File: src/verilog/rf_pkg.sv
// Shared widths, address map, request and power-control structs and power state enum
`default_nettype none

package rf_pkg;

    // ------------------------------------------------------------------
    // Sizes and address map
    // ------------------------------------------------------------------

    // Number of register-file entries
    localparam int RF_DEPTH = 16;
    // Cycles for the power-enable chain to ripple through the array
    localparam int PG_CHAIN_DEPTH = 4;
    // Flops in the array reset synchronizer of the wrapper
    localparam int RST_SYNC_STAGES = 2;

    typedef logic [3:0]  rf_addr_t;
    typedef logic [28:0] rf_data_t;
    // Stored word with one spare bit on top that is always written as zero
    typedef logic [29:0] rf_word_t;
    typedef logic [6:0]  wb_addr_t;
    typedef logic [31:0] wb_data_t;

    // Byte address of the control and status register
    localparam wb_addr_t CSR_ADDR = 7'h40;

    // ------------------------------------------------------------------
    // Request and control bundles
    // ------------------------------------------------------------------

    typedef struct packed {
        logic     en;
        rf_addr_t addr;
        rf_data_t data;
    } rf_wr_req_t;

    typedef struct packed {
        logic     en;
        rf_addr_t addr;
    } rf_rd_req_t;

    // Isolation is active high while power enable and array reset are active low
    // as on the array macro
    typedef struct packed {
        logic isol_en;
        logic pwr_enable_b;
        logic ip_reset_b;
    } pwr_ctl_t;

    typedef enum logic [2:0] {ON, ISOLATE, POWER_OFF, OFF, POWER_ON, RELEASE} pwr_state_e;

endpackage

`default_nettype wire

File: src/verilog/rf_array_16x30.sv
// Behavioral 16x30 two-port storage array with output isolation and power-enable chain
`timescale 1ns/100ps
`default_nettype none

module rf_array_16x30 (
     input  logic               clk
    ,input  logic               rst_n
    ,input  logic               wr_en
    ,input  rf_pkg::rf_addr_t   wr_addr
    ,input  rf_pkg::rf_word_t   wr_word
    ,input  rf_pkg::rf_rd_req_t rd
    ,output rf_pkg::rf_word_t   dout
    ,input  logic               ip_reset_b
    ,input  logic               isol_en
    ,input  logic               pwr_enable_b_in
    ,output logic               pwr_enable_b_out
);

    import rf_pkg::*;

    rf_word_t                  mem [RF_DEPTH];
    rf_word_t                  dout_q;
    logic [PG_CHAIN_DEPTH-1:0] pg_chain;
    logic                      array_on;
    logic                      access_ok;

    // ------------------------------------------------------------------
    // Power-enable chain
    // ------------------------------------------------------------------

    // Each stage models one bank of sleep transistors switching in turn
    always_ff @(posedge clk) begin
        if (!rst_n) begin
            pg_chain <= '0;
        end else begin
            pg_chain <= {pg_chain[PG_CHAIN_DEPTH-2:0], pwr_enable_b_in};
        end
    end

    assign pwr_enable_b_out = pg_chain[PG_CHAIN_DEPTH-1];

    // The array is usable only once every bank is switched on
    assign array_on  = !pwr_enable_b_in && !(|pg_chain);
    assign access_ok = array_on && ip_reset_b;

    // ------------------------------------------------------------------
    // Storage and read port
    // ------------------------------------------------------------------

    // Contents are not guaranteed across a power cycle
    always_ff @(posedge clk) begin
        if (wr_en && access_ok) begin
            mem[wr_addr] <= wr_word;
        end
    end

    // One cycle of read latency and the output register clears in reset
    always_ff @(posedge clk) begin
        if (!ip_reset_b) begin
            dout_q <= '0;
        end else if (rd.en && access_ok) begin
            dout_q <= mem[rd.addr];
        end
    end

    // Clamp the output so a powered-down array cannot float the read bus
    assign dout = isol_en ? '0 : dout_q;

endmodule

`default_nettype wire

File: src/verilog/rf_pg_16x29.sv
// Power-gated 16x29 register-file wrapper with array reset synchronizer
`timescale 1ns/100ps
`default_nettype none

module rf_pg_16x29 (
     input  logic               clk
    ,input  logic               rst_n
    ,input  rf_pkg::rf_wr_req_t wr
    ,input  rf_pkg::rf_rd_req_t rd
    ,output rf_pkg::rf_data_t   rdata
    ,input  rf_pkg::pwr_ctl_t   pwr
    ,output logic               pwr_enable_b_out
);

    import rf_pkg::*;

    logic [RST_SYNC_STAGES-1:0] rst_sync_q;
    logic                       ip_reset_b_sync;
    rf_word_t                   wr_word;
    rf_word_t                   rd_word;

    // ------------------------------------------------------------------
    // Array reset synchronizer
    // ------------------------------------------------------------------

    // The request from the power controller is sampled on clk
    // Release ripples through every stage before reaching the array
    // System reset starts in the released state like the controller does
    always_ff @(posedge clk) begin
        if (!rst_n) begin
            rst_sync_q <= '1;
        end else if (!pwr.ip_reset_b) begin
            rst_sync_q <= '0;
        end else begin
            rst_sync_q <= {rst_sync_q[RST_SYNC_STAGES-2:0], 1'b1};
        end
    end

    assign ip_reset_b_sync = rst_sync_q[RST_SYNC_STAGES-1];

    // ------------------------------------------------------------------
    // Data padding and array instance
    // ------------------------------------------------------------------

    // The spare top bit of the storage word is always written as zero
    assign wr_word = {1'b0, wr.data};

    rf_array_16x30 i_rf (
         .clk              (clk)
        ,.rst_n            (rst_n)
        ,.wr_en            (wr.en)
        ,.wr_addr          (wr.addr)
        ,.wr_word          (wr_word)
        ,.rd               (rd)
        ,.dout             (rd_word)
        ,.ip_reset_b       (ip_reset_b_sync)
        ,.isol_en          (pwr.isol_en)
        ,.pwr_enable_b_in  (pwr.pwr_enable_b)
        ,.pwr_enable_b_out (pwr_enable_b_out)
    );

    // Drop the spare bit on the way back
    assign rdata = rd_word[$bits(rf_data_t)-1:0];

endmodule

`default_nettype wire

File: src/verilog/rf_pwr_ctrl.sv
// Power sequencing FSM for isolation, power enable and array reset
`timescale 1ns/100ps
`default_nettype none

module rf_pwr_ctrl (
     input  logic             clk
    ,input  logic             rst_n
    ,input  logic             pd_req
    ,input  logic             pwr_enable_b_out
    ,output rf_pkg::pwr_ctl_t pwr
    ,output logic             ready
);

    import rf_pkg::*;

    pwr_state_e                             state_q;
    pwr_state_e                             state_d;
    pwr_ctl_t                               pwr_d;
    logic [$clog2(RST_SYNC_STAGES+1)-1:0]   rel_cnt;

    // ------------------------------------------------------------------
    // Next-state logic
    // ------------------------------------------------------------------

    // Both power transitions wait on the chain feedback from the array
    always_comb begin
        state_d = state_q;
        case (state_q)
            ON:        if (pd_req) state_d = ISOLATE;
            ISOLATE:   state_d = POWER_OFF;
            POWER_OFF: if (pwr_enable_b_out) state_d = OFF;
            OFF:       if (!pd_req) state_d = POWER_ON;
            POWER_ON:  if (!pwr_enable_b_out) state_d = RELEASE;
            RELEASE: begin
                // Give the wrapper synchronizer time to let go of the array
                if (int'(rel_cnt) == RST_SYNC_STAGES - 1) begin
                    state_d = ON;
                end
            end
            default:   state_d = ON;
        endcase
    end

    // Isolation stays up for as long as any part of the array may be off
    always_comb begin
        pwr_d = '{isol_en: 1'b1, pwr_enable_b: 1'b0, ip_reset_b: 1'b1};
        case (state_d)
            ON:        pwr_d = '{isol_en: 1'b0, pwr_enable_b: 1'b0, ip_reset_b: 1'b1};
            ISOLATE:   pwr_d = '{isol_en: 1'b1, pwr_enable_b: 1'b0, ip_reset_b: 1'b1};
            POWER_OFF: pwr_d = '{isol_en: 1'b1, pwr_enable_b: 1'b1, ip_reset_b: 1'b1};
            OFF:       pwr_d = '{isol_en: 1'b1, pwr_enable_b: 1'b1, ip_reset_b: 1'b0};
            POWER_ON:  pwr_d = '{isol_en: 1'b1, pwr_enable_b: 1'b0, ip_reset_b: 1'b0};
            RELEASE:   pwr_d = '{isol_en: 1'b0, pwr_enable_b: 1'b0, ip_reset_b: 1'b1};
            default:   pwr_d = '{isol_en: 1'b1, pwr_enable_b: 1'b0, ip_reset_b: 1'b1};
        endcase
    end

    // ------------------------------------------------------------------
    // State and output registers
    // ------------------------------------------------------------------

    // Outputs are registered from the next state so the power pins never glitch
    always_ff @(posedge clk) begin
        if (!rst_n) begin
            state_q <= ON;
            pwr     <= '{isol_en: 1'b0, pwr_enable_b: 1'b0, ip_reset_b: 1'b1};
            ready   <= 1'b1;
        end else begin
            state_q <= state_d;
            pwr     <= pwr_d;
            ready   <= (state_d == ON);
        end
    end

    // Counts cycles spent in RELEASE and clears everywhere else
    always_ff @(posedge clk) begin
        if (!rst_n) begin
            rel_cnt <= '0;
        end else if (state_q == RELEASE) begin
            rel_cnt <= rel_cnt + 1'b1;
        end else begin
            rel_cnt <= '0;
        end
    end

endmodule

`default_nettype wire

File: src/verilog/rf_wb_slave.sv
// Wishbone classic slave with address decode, register-file requests and control register
`timescale 1ns/100ps
`default_nettype none

module rf_wb_slave (
     input  logic               clk
    ,input  logic               rst_n
    ,input  logic               cyc
    ,input  logic               stb
    ,input  logic               we
    ,input  rf_pkg::wb_addr_t   adr
    ,input  rf_pkg::wb_data_t   dat_w
    ,output rf_pkg::wb_data_t   dat_r
    ,output logic               ack
    ,output logic               err
    ,output rf_pkg::rf_wr_req_t wr
    ,output rf_pkg::rf_rd_req_t rd
    ,input  rf_pkg::rf_data_t   rdata
    ,output logic               pd_req
    ,input  logic               ready
);

    import rf_pkg::*;

    logic     req_new;
    logic     rf_hit;
    logic     csr_hit;
    logic     wr_en_q;
    logic     rd_en_q;
    logic     rd_wait_q;
    logic     rd_resp_q;
    rf_addr_t req_idx_q;
    rf_data_t req_data_q;
    wb_data_t csr_dat_q;

    // ------------------------------------------------------------------
    // Decode
    // ------------------------------------------------------------------

    // A cycle is new only when the slave is idle and has not just answered
    assign req_new = cyc && stb && !ack && !err && !rd_wait_q;

    // The lower half of the map holds the entries and they must be word aligned
    assign rf_hit  = (adr[6] == 1'b0) && (adr[1:0] == 2'b00);
    assign csr_hit = (adr == CSR_ADDR);

    // ------------------------------------------------------------------
    // Control
    // ------------------------------------------------------------------

    // Every accepted cycle ends with exactly one single-cycle ack or err
    always_ff @(posedge clk) begin
        if (!rst_n) begin
            ack       <= 1'b0;
            err       <= 1'b0;
            wr_en_q   <= 1'b0;
            rd_en_q   <= 1'b0;
            rd_wait_q <= 1'b0;
            rd_resp_q <= 1'b0;
            pd_req    <= 1'b0;
        end else begin
            ack     <= 1'b0;
            err     <= 1'b0;
            wr_en_q <= 1'b0;
            rd_en_q <= 1'b0;
            if (rd_wait_q) begin
                // Array data lands together with this ack
                rd_wait_q <= 1'b0;
                ack       <= 1'b1;
            end else if (req_new) begin
                if (rf_hit && ready) begin
                    if (we) begin
                        wr_en_q <= 1'b1;
                        ack     <= 1'b1;
                    end else begin
                        rd_en_q   <= 1'b1;
                        rd_wait_q <= 1'b1;
                        rd_resp_q <= 1'b1;
                    end
                end else if (csr_hit) begin
                    rd_resp_q <= 1'b0;
                    ack       <= 1'b1;
                    if (we) begin
                        pd_req <= dat_w[0];
                    end
                end else begin
                    // Also covers entry accesses while the array is down
                    err <= 1'b1;
                end
            end
        end
    end

    // Request payload and the CSR snapshot are captured on acceptance
    always_ff @(posedge clk) begin
        if (req_new) begin
            req_idx_q  <= adr[5:2];
            req_data_q <= dat_w[$bits(rf_data_t)-1:0];
            csr_dat_q  <= wb_data_t'({ready, pd_req});
        end
    end

    assign wr = '{en: wr_en_q, addr: req_idx_q, data: req_data_q};
    assign rd = '{en: rd_en_q, addr: req_idx_q};

    // Entry reads are zero extended straight from the array output
    assign dat_r = rd_resp_q ? {3'b000, rdata} : csr_dat_q;

endmodule

`default_nettype wire

File: src/verilog/rf_subsys_top.sv
// Top level joining the bus slave, power controller and register-file wrapper
`timescale 1ns/100ps
`default_nettype none

module rf_subsys_top (
     input  logic             clk
    ,input  logic             rst_n
    ,input  logic             cyc
    ,input  logic             stb
    ,input  logic             we
    ,input  rf_pkg::wb_addr_t adr
    ,input  rf_pkg::wb_data_t dat_w
    ,output rf_pkg::wb_data_t dat_r
    ,output logic             ack
    ,output logic             err
);

    import rf_pkg::*;

    rf_wr_req_t wr_req;
    rf_rd_req_t rd_req;
    rf_data_t   rdata;
    pwr_ctl_t   pwr_ctl;
    logic       pd_req;
    logic       ready;
    logic       pwr_enable_b_out;

    // ------------------------------------------------------------------
    // Bus side
    // ------------------------------------------------------------------

    rf_wb_slave i_wb_slave (
         .clk    (clk)
        ,.rst_n  (rst_n)
        ,.cyc    (cyc)
        ,.stb    (stb)
        ,.we     (we)
        ,.adr    (adr)
        ,.dat_w  (dat_w)
        ,.dat_r  (dat_r)
        ,.ack    (ack)
        ,.err    (err)
        ,.wr     (wr_req)
        ,.rd     (rd_req)
        ,.rdata  (rdata)
        ,.pd_req (pd_req)
        ,.ready  (ready)
    );

    // ------------------------------------------------------------------
    // Power sequencing and storage
    // ------------------------------------------------------------------

    // The chain output closes the loop from the array back to the FSM
    rf_pwr_ctrl i_pwr_ctrl (
         .clk              (clk)
        ,.rst_n            (rst_n)
        ,.pd_req           (pd_req)
        ,.pwr_enable_b_out (pwr_enable_b_out)
        ,.pwr              (pwr_ctl)
        ,.ready            (ready)
    );

    rf_pg_16x29 i_rf_pg (
         .clk              (clk)
        ,.rst_n            (rst_n)
        ,.wr               (wr_req)
        ,.rd               (rd_req)
        ,.rdata            (rdata)
        ,.pwr              (pwr_ctl)
        ,.pwr_enable_b_out (pwr_enable_b_out)
    );

endmodule

`default_nettype wire

File: config.mk
export PLATFORM = sky130hd
export DESIGN_NAME = rf_subsys_top
export DESIGN_NICKNAME = d
export VERILOG_FILES = /design/src/verilog/rf_pkg.sv /design/src/verilog/rf_array_16x30.sv /design/src/verilog/rf_pg_16x29.sv /design/src/verilog/rf_pwr_ctrl.sv /design/src/verilog/rf_wb_slave.sv /design/src/verilog/rf_subsys_top.sv
export SDC_FILE = /design/constraint.sdc
export NUM_CORES = 1
export LEC_CHECK = 0
export ABC_AREA = 1
export ABC_CLOCK_PERIOD_IN_PS = 3400
export CORE_MARGIN = 2
export CORE_UTILIZATION = 45
export DETAILED_ROUTE_END_ITERATION = 10
export DONT_BUFFER_PORTS = 1
export MAX_ROUTING_LAYER = met4
export PLACE_DENSITY = 0.62
export SLEW_MARGIN = 20
export SYNTH_ARGS = -nofsm -noshare
export SYNTH_HDL_FRONTEND = slang
export SYNTH_SLANG_ARGS = --single-unit
File: constraint.sdc
create_clock -name clk -period 3.4 [get_ports clk]
set_input_delay 0.17 -clock clk [delete_from_list [all_inputs] [get_ports clk]]
set_output_delay 0.17 -clock clk [all_outputs]
set_load 0.02 [all_outputs]
# Word level (Yosys, flattened, before mapping)
# Memories as Yosys holds them, arrays and structs flattened. A register that Yosys moved wholly into a read port is not among the register bits.
# Cells that the tools add are included.
# totals
ff_bits,56
latch_bits,0
mem_bits_rw,464
rom_bits,0
inputBits,44
out_inout_bits,34
elab_cells,85
n_memories,1
# mem_list
name,depth,width,rd,rd_clocked_by_memory_dff,write_ports,line_no,rtl
i_rf_pg.i_rf.mem,16,29,1,1,1,rf_array_16x30.sv:21,rf_word_t mem [RF_DEPTH];
# op_classes
n_addsub,1
n_mul,0
div,0
n_lt_le_gt_ge,0
eq_ne,12
n_shift,0
n_mux,22
bitwise,5
reduce_logical,27
# ops
operator,n
$mux W29,2
$pmux W3 S6,1
$mux W3,5
$eq A3 B2 Y1 const B,4
$eq A3 B3 Y1 const B,4
$mux W1,12
$pmux W3 S4,1
$reduce_or A4 Y1,3
$logic_and A1 B1 Y1,10
$eq A7 B7 Y1 const B,1
$logic_not A1 Y1,6
$logic_not A3 Y1,2
$not A1 Y1,5
$reduce_and A5 Y1,1
$reduce_and A4 Y1,1
$eq A3 B1 Y1 const B,1
$add A2 B1 Y2 const B,1
$eq A2 B2 Y1 const B,1
$logic_not A2 Y1,1
$mux W2,1
$ne A2 B2 Y1 const B,1
$reduce_and A2 Y1,1
$reduce_bool A2 Y1,1
$reduce_or A2 Y1,1

# Logic depth before layout (Yosys ltp)
# Gate-level depths: netlist of the first run.
# logic_depth
ltp_word,7
depth_mapped,12
mapped_depth_nobuf,9

# By module
# A second synthesis of the first run with hierarchy kept.
# hier_totals
hier_cells,2325
hier_area_um2,23949.2
# modules_own_cells
module,n_inst,cells_each,area_each_um2,seq_area_each_um2
rf_array_16x30,1,2113,21785.9,15094.5
rf_wb_slave,1,153,1705.4,1171.1
rf_pwr_ctrl,1,52,399.1,180.2
rf_pg_16x29,1,7,58.8,40.0

# Least setup slack after synthesis of the first run
# OpenSTA, ideal clock, no wires.
# synth_timing
kind,register to register
startpoint,register i_wb_slave.req_idx_q[1]
endpoint,"memory i_rf_pg.i_rf.mem[13][0] (netlist name), enable pin"
setup_ns,0.415
t_arrival_ns,2.340
required_time_ns,2.985
path_slack_ns,0.645
path_stages_with_launch,6
n_path_buf,2
period_less_slack_ns,2.755
cell_sequence,edfxtp_1 inv_1 buf_2 buf_1 nand2_1 nor2_1
# synth_lines
item,line_no,rtl
from (decl),rf_wb_slave.sv:32,rf_addr_t req_idx_q;
from (signal assigned),rf_wb_slave.sv:97,req_idx_q <= adr[5:2];
to (decl),rf_array_16x30.sv:21,
# Straight into the memory's write port.

# Final worst setup path of the first run
# layout_timing
startpoint,input adr[0]
endpoint,register i_wb_slave.pd_req
# layout_between
elab_chain_cells,5
word_cells_on_any_way,6
classes_between,1 x eq/ne; 1 x bitwise; 4 x reduce/logical
# layout_lines
item,line_no,rtl
from (decl),rf_subsys_top.sv:11,",input rf_pkg::wb_addr_t adr"
$logic_not A2 Y1,rf_wb_slave.sv:44,assign rf_hit = (adr[6] == 1'b0) && (adr[1:0] == 2'b00);
$logic_and A1 B1 Y1,rf_wb_slave.sv:44,
$logic_and A1 B1 Y1,rf_wb_slave.sv:71,if (rf_hit && ready) begin
$not A1 Y1 (no source line),n/a,
$reduce_and A5 Y1 (no source line) *,n/a,
to (signal assigned),rf_wb_slave.sv:84,pd_req <= dat_w[0];
to (decl),rf_wb_slave.sv:19,",output logic pd_req"
# Every way passes the cells marked *; elsewhere a longest branch is shown, timed or not.
# A chain may end at the register's enable or synchronous reset.

==> run_results.csv, run 1 <==
group,metric,value,unit
status,outcome,"complete, no violations",
die,die_h,225,um
die,io-pin-count,78,
synthesis,synth_compound_area_share,0.981,%
clock_tree,clk_path_buf_depth,3,
sta,worst_pin_slew,0.938,ns
final_layout,nNetsFinal,2121,
sta,finalCritPeriodShare,75.4,%
sta,hold_violations,0,
synthesis,synth_edf_count,499,
sta,setup_ws,0.835,ns
sta,relSlewSlack,37.4,%
clock_tree,cts-buffers-inserted,56,
power,peakVddDrop,0.397,mV
synthesis,ys_seq_area_share,72.4,%
flow_run,cap_violations,0,
place,post-place-ws,0.954,ns
synthesis,yosysMostFrequentCell,"nand2_1",
detailed_routing,via_per_inst,5.17,
clock_tree,numClockSinks,549,
critical_path,crit_path_frequent_cell,"dlygate4sd3_1",
final_layout,syn_to_final_growth,14.4,%
synthesis,synthesis.instances,2036,
global_route,overflow,0,
synthesis,synth_top_family_by_area,"simple AND/OR/NAND/NOR gates",
sta,fin_crit,2.56,ns
critical_path,crit_path_max_incr_delay,0.60,ns
place,hpwl,27800,um
critical_path,cp_cell_sequence,"dlygate4sd3_1 > nor2_1 > dlygate4sd3_1 > nand2_1 > nor2_1 > a31oi_1 > dlygate4sd3_1 > nor2_1 > dlygate4sd3_1",
detailed_routing,wl,51600,um
sta,fmax,390,MHz
die,rows,81,
synthesis,synth_top_area_share,67.9,%
min_path,hp-class,"in -> reg",
global_route,grt_pass1_vias,13866,
global_route,antenna_found_initial,0,
detailed_routing,drtIter0Drc,935,
critical_path,crit_slowest_cell,"dlygate4sd3_1",
sta,rsz0062_at_grt,"false",
synthesis,synth.top_cells.by_area,"edfxtp_1 68%, nand2_1 16%, dfxtp_1 4.5%",
clock_tree,clk_root_buffer_cell,"clkbuf_16",
detailed_routing,post-route-drc-count,0,
synthesis,synthArstFlopShare,0,%
global_route,grt_max_degree,137,
synthesis,ys_warn_count,0,
synthesis,ys.flop_type,"edfxtp_1",
critical_path,r2r-start,"i_wb_slave.rd_en_q$_SDFF_PP0_",
synthesis,synth_mux_area_share,0,%
sta,setup_violations,0,
critical_path,worstPathMaxFanout,5,
synthesis,yosys.area_share.simple,23.0,%
sta,fin_skew,0.0237,ns
sta,fin_setup_tns,0,ns
detailed_routing,postRouteAntennaNets,0,
detailed_routing,firstDrtPassIters,5,
critical_path,r2r_cells,7,
power,p_leak,0.00963,uW
min_path,min_from,"dat_w[6]",
clock_tree,clk_latency,0.62,ns
min_path,hold_path_end,"i_wb_slave.req_data_q[6]$_DFFE_PP_",
critical_path,crit_arrival,3.11,ns
clock_tree,ctsHtreeMaxLevel,2,
place,io_buffers,0,
final_layout,antenna_cells,0,
place,finalWeightedCongestion,0.774,
clock_tree,path_clk_slew,0.06,ns
synthesis,netlist_top_cells_count,"966 x nand2_1, 499 x edfxtp_1, 152 x nand3_1, 125 x nor2_1, 54 x buf_2",
synthesis,synthAdderAreaFrac,0.0567,%
die,start_util,45.4,%
sta,finalMaxSlewViolations,0,
detailed_routing,drt-wirelength-per-cell,18.8,um
synthesis,synth_area,0.0221,mm2
detailed_routing,via_count,14192,
clock_tree,tritoncts,"yes",
global_route,grt_pass1_wl,79100,um
die,die_area,0.0508,mm2
min_path,worstHoldPathCells,1,
critical_path,required,3.94,ns
clock_tree,post_cts_buffers,0,
global_route,grt.total_usage,21.2,%
synthesis,synth-xor-area-share,0,%
critical_path,crit_type,"in -> reg",
final_layout,drive_above_1_share,7.11,%
synthesis,synthDistinctLibCells,25,
synthesis,ys_ff_latch,549,
synthesis,synth_area_per_cell,10.8,um2
synthesis,synth_top_cell_by_area,"edfxtp_1",
power,p_per_area,565,mW/mm2
critical_path,r2r_slack,1.00,ns
critical_path,r2r-end,"i_wb_slave.rd_resp_q$_SDFFE_PN0P_",
die,coreArea,0.0486,mm2
die,die_x,225,um
critical_path,endpoint_kind,"flop",
critical_path,cp-start-kind,"primary input",
per-stage QoR:
stage | power, uW | hold WS (ns) | util, % | std cells | cell area (um2)
after global placement | 8170 | 0.248 | 47.2 | 2596 | 22900
final | 14300 | 0.180 | 51.9 | 2745 | 25300
after detailed placement | 8180 | 0.249 | 47.2 | 2596 | 22900
after floorplan | 8020 | 0.269 | - | 2038 | 22100
after global routing | 14700 | 0.159 | 51.9 | 2745 | 25300
after CTS | 14400 | 0.151 | 51.9 | 2745 | 25300
power by group:
part	total [uW]	internal [uW]	switching [uW]
Sequential	7540	7430	109
Combinational	534	178	357
Clock	6200	3710	2490
Total	14300	11300	2960
registers in the layout, indices dropped and copies added, names as in the netlist, 2 cells and up:
name / flops
i_wb_slave.req_idx_q: 4
i_rf_pg.rst_sync_q: 2
i_pwr_ctrl.rel_cnt: 2
i_wb_slave.req_data_q: 29
i_rf_pg.i_rf.dout_q: 29
i_wb_slave.csr_dat_q: 2
i_pwr_ctrl.state_q: 3
i_pwr_ctrl.pwr: 3
i_rf_pg.i_rf.mem: 464
i_rf_pg.i_rf.pg_chain: 4
metal layers:
metal / GRT usage, % / routed length (um) / share of wire [%] / vias to the layer above
li1: - / - / - / 6877
met1: 26.5 / 22000 / 43 / 6850
met2: 35.8 / 25400 / 49 / 377
met3: 3.75 / 3010 / 5.8 / 88
met4: 5.96 / 1290 / 2.5 / 0
met5: - / 0 / 0 / -
final cells by class:
cell class,count,area (um2)
fill,4215,23400
sequential,549,16000
multi-input combinational,1325,5480
clock buffer,84,1610
timing repair buffer,90,936
tap,622,778
clock inverter,21,256
inverter,54,210
how the worst max path moves through the flow:
stage,startpoint,end,slack (ns),cells past startpoint
CTS,i_rf_pg.i_rf.pg_chain[3]$_SDFF_PN0_,i_rf_pg.i_rf.mem[3][28]$_DFFE_PP_,0.96,6
finish,adr[0],i_wb_slave.pd_req$_SDFFE_PN0P_,0.84,9
global route,adr[0],i_wb_slave.pd_req$_SDFFE_PN0P_,0.75,9
floorplan,i_wb_slave.req_idx_q[1]$_DFFE_PP_,i_rf_pg.i_rf.mem[13][0]$_DFFE_PP_,0.64,5
detailed placement,i_rf_pg.i_rf.pg_chain[3]$_SDFF_PN0_,i_rf_pg.i_rf.mem[2][20]$_DFFE_PP_,0.95,6
global placement,i_rf_pg.i_rf.pg_chain[2]$_SDFF_PN0_,i_rf_pg.i_rf.mem[2][20]$_DFFE_PP_,0.98,6
logic make-up after synthesis:
| group | Yosys count |
|---|---|
| buffers and inverters | 164 |
| and+or+nand+nor | 1279 |
| other | 1 |
| AOI/OAI and AO/OA | 42 |
| adders and majority gates | 1 |
| DFF | 549 |
cell usage in the layout, fill, tap and decap left out:
cell type      instances
nand2_1              965
edfxtp_1             499
nand3_1              152
nor2_1               106
clkbuf_16             57
inv_1                 51
dfxtp_1               50
dlygate4sd3_1         44
o21ai_0               34
buf_4                 34
nand4_1               30
nor2_4                20
clkbuf_1              19
buf_12                12
clkbuf_8               8
clkinv_1               7
bufinv_16              6
clkinv_2               5
a21oi_1                4
nor3_1                 3
inv_6                  3
conb_1                 3
o22ai_1                2
nand2_2                1
inv_2                  1
nor3_4                 1
inv_4                  1
a31oi_1                1
o31ai_1                1
or2_2                  1
ha_1                   1
clkinvlp_4             1
critical path: cells and delay by family:
family                 cells  cell delay [ns]
buffers and inverters      4             2.27
AO/OA/AOI/OAI              1             0.14
AND/OR/NAND/NOR            4             0.52
timing repair:
| action | in CTS | in global routing |
|---|---|---|
| hold endpoints to repair | 55 | 0 |
| gates resized for setup | 0 | 0 |
| hold buffers | 44 | 0 |
(Power assumes the default switching activity.)
==> run 2: changes to the inputs <==
Settings changed: ABC_CLOCK_PERIOD_IN_PS 3400 to 2500.
Clock period 3.4 ns to 2.5 ns, I/O delays scaled along.
==> run_results.csv, run 2 (synthesis gave the netlist of run 1 again) <==
group,metric,value,unit
clock_tree,tritoncts,"yes",
sta,fin_crit,2.44,ns
die,die_area,0.0508,mm2
final_layout,fin_area,0.0255,mm2
sta,finalMaxSlewViolations,0,
detailed_routing,via_count,14317,
power,p_clk_share,43.8,%
die,start_util,45.4,%
global_route,met1_usage,28.1,%
status,outcome,"complete, no violations",
global_route,busiest_layer,"met2",
final_layout,layout_common_cells,"965 x nand2_1, 499 x edfxtp_1, 152 x nand3_1",
min_path,hold_path_end,"i_wb_slave.req_data_q[26]$_DFFE_PP_",
power,p_per_area,769,mW/mm2
place,finalWeightedCongestion,0.795,
sta,setup_violations,0,
sta,relSlewSlack,53.9,%
place,hpwl,28800,um
global_route,grt_max_degree,108,
sta,fin_skew,0.0271,ns
power,p_seq_share,52.3,%
power,peakVddDrop,0.521,mV
global_route,grt.total_usage,22.1,%
place,io_buffers,0,
final_layout,mostFrequentLayoutCell,"nand2_1",
sta,fmax,409,MHz
final_layout,syn_to_final_growth,15.5,%
power,switching_share,21.0,%
power,p_sw,4110,uW
global_route,grt_pass1_wl,81900,um
final_layout,n_fill_cell,4166,
critical_path,r2r-end,"i_wb_slave.pd_req$_SDFFE_PN0P_",
final_layout,multi_input_area,0.00549,mm2
power,comb_power_share,3.9,%
clock_tree,clk_latency,0.62,ns
detailed_routing,wl,54500,um
detailed_routing,postRouteAntennaNets,0,
global_route,met3_usage,3.19,%
min_path,hp-class,"in -> reg",
final_layout,nNetsFinal,2130,
final_layout,register_area,0.0160,mm2
final_layout,drive_above_1_share,7.83,%
clock_tree,path_clk_slew,0.06,ns
detailed_routing,post-route-drc-count,0,
clock_tree,numClockSinks,549,
clock_tree,clk_root_buffer_cell,"clkbuf_16",
sta,hold_violations,0,
die,die_h,225,um
power,p_leak,0.00973,uW
detailed_routing,firstDrtPassIters,5,
power,p_int,15500,uW
critical_path,worstPathMaxFanout,5,
sta,finalCritPeriodShare,97.7,%
clock_tree,ctsHtreeMaxLevel,2,
detailed_routing,drtIter0Drc,1301,
final_layout,regMostFlops,"i_rf_pg.i_rf.mem",
critical_path,required,3.05,ns
global_route,antenna_found_initial,2,
global_route,met2_usage,36.6,%
global_route,grt_pass1_vias,13926,
die,coreArea,0.0486,mm2
clock_tree,cts-buffers-inserted,57,
critical_path,cp-start-kind,"primary input",
min_path,worstHoldPathCells,3,
die,io-pin-count,78,
critical_path,endpoint_kind,"flop",
power,finalPower,19600,uW
sta,worst_pin_slew,0.684,ns
min_path,min_from,"stb",
flow_run,cap_violations,0,
die,rows,81,
die,die_x,225,um
critical_path,r2r-start,"i_wb_slave.ack$_SDFF_PN0_",
detailed_routing,drt-wirelength-per-cell,19.8,um
critical_path,crit_type,"in -> reg",
clock_tree,clk_path_buf_depth,3,
critical_path,crit_arrival,3.00,ns
critical_path,r2r_cells,8,
final_layout,largest_reg_flops,464,
detailed_routing,via_per_inst,5.19,
place,placed_area,0.0231,mm2
global_route,overflow,0,
final_layout,top_regs,"i_rf_pg.i_rf.mem x464, i_rf_pg.i_rf.dout_q x29, i_wb_slave.req_data_q x29",
critical_path,r2r_slack,0.08,ns
-- run 2: power groups by stage --
stage | Combinational (uW) | Sequential, uW | Clock (uW)
after CTS | 749 | 10300 | 8720
after detailed placement | 688 | 10500 | 0
after global placement | 678 | 10400 | 0
after global routing | 861 | 10300 | 9110
after floorplan | 521 | 10400 | 0
final | 762 | 10300 | 8590
-- run 2: how the worst max path moves through the flow --
stage | from | endpoint | slack (ns) | cells after the start
global placement | i_rf_pg.i_rf.pg_chain[3]$_SDFF_PN0_ | i_rf_pg.i_rf.mem[5][9]$_DFFE_PP_ | 0.11 | 6
global route | adr[0] | i_wb_slave.pd_req$_SDFFE_PN0P_ | -0.008 | 9
detailed placement | i_rf_pg.i_rf.pg_chain[3]$_SDFF_PN0_ | i_rf_pg.i_rf.mem[4][28]$_DFFE_PP_ | 0.10 | 6
CTS | i_rf_pg.i_rf.pg_chain[3]$_SDFF_PN0_ | i_rf_pg.i_rf.mem[4][12]$_DFFE_PP_ | 0.07 | 6
finish | adr[0] | i_wb_slave.pd_req$_SDFFE_PN0P_ | 0.06 | 9
floorplan | i_wb_slave.req_idx_q[1]$_DFFE_PP_ | i_rf_pg.i_rf.mem[13][0]$_DFFE_PP_ | -0.26 | 5
-- run 2: critical path: stages --
cell and delay [ns]:
dlygate4sd3_1 0.56, nor2_1 0.09, dlygate4sd3_1 0.60, nand2_1 0.10
nor2_4 0.15, a31oi_1 0.11, dlygate4sd3_1 0.57, nor2_1 0.12
dlygate4sd3_1 0.57
-- run 2: per-layer routing --
metal / part of all wire [%] / routed length [um] / vias up
met2: 50 / 27100 / 423
met1: 42 / 22900 / 6925
li1: - / - / 6885
met4: 2.7 / 1450 / 0
met5: 0 / 0 / -
met3: 5.7 / 3110 / 84
-- run 2: layout make-up --
| cell class | instances | share of cell area (%) |
|---|---|---|
| flip-flops and latches | 549 | 62.7 |
| multi-input cells | 1325 | 21.5 |
| clock buffers | 86 | 6.42 |
| repair buffers | 98 | 4.42 |
| well taps | 622 | 3.05 |
| clock inverters | 22 | 1.05 |
| inverters | 54 | 0.824 |
| diodes | 2 | 0.0196 |
-- run 2: stage by stage --
step	worst slack, ns	instances	hold WS, ns	utilization [%]	setup TNS, ns
floorplan	-0.255	2038	0.224	-	-96.31
global placement	0.114	2604	0.224	47.6	0
detailed placement	0.100	2604	0.221	47.6	0
CTS	0.0666	2753	0.0354	52.3	0
global route	-0.00778	2758	0.0231	52.4	-0.00778
finish	0.0568	2758	0.0513	52.4	0
-- run 2: repair_timing --
item | CTS | global route
setup endpoints to repair | 0 | 7
endpoints found under the hold margin | 54 | 0
resized for setup | 0 | 4
setup buffers | 0 | 1
hold buffers | 41 | 0
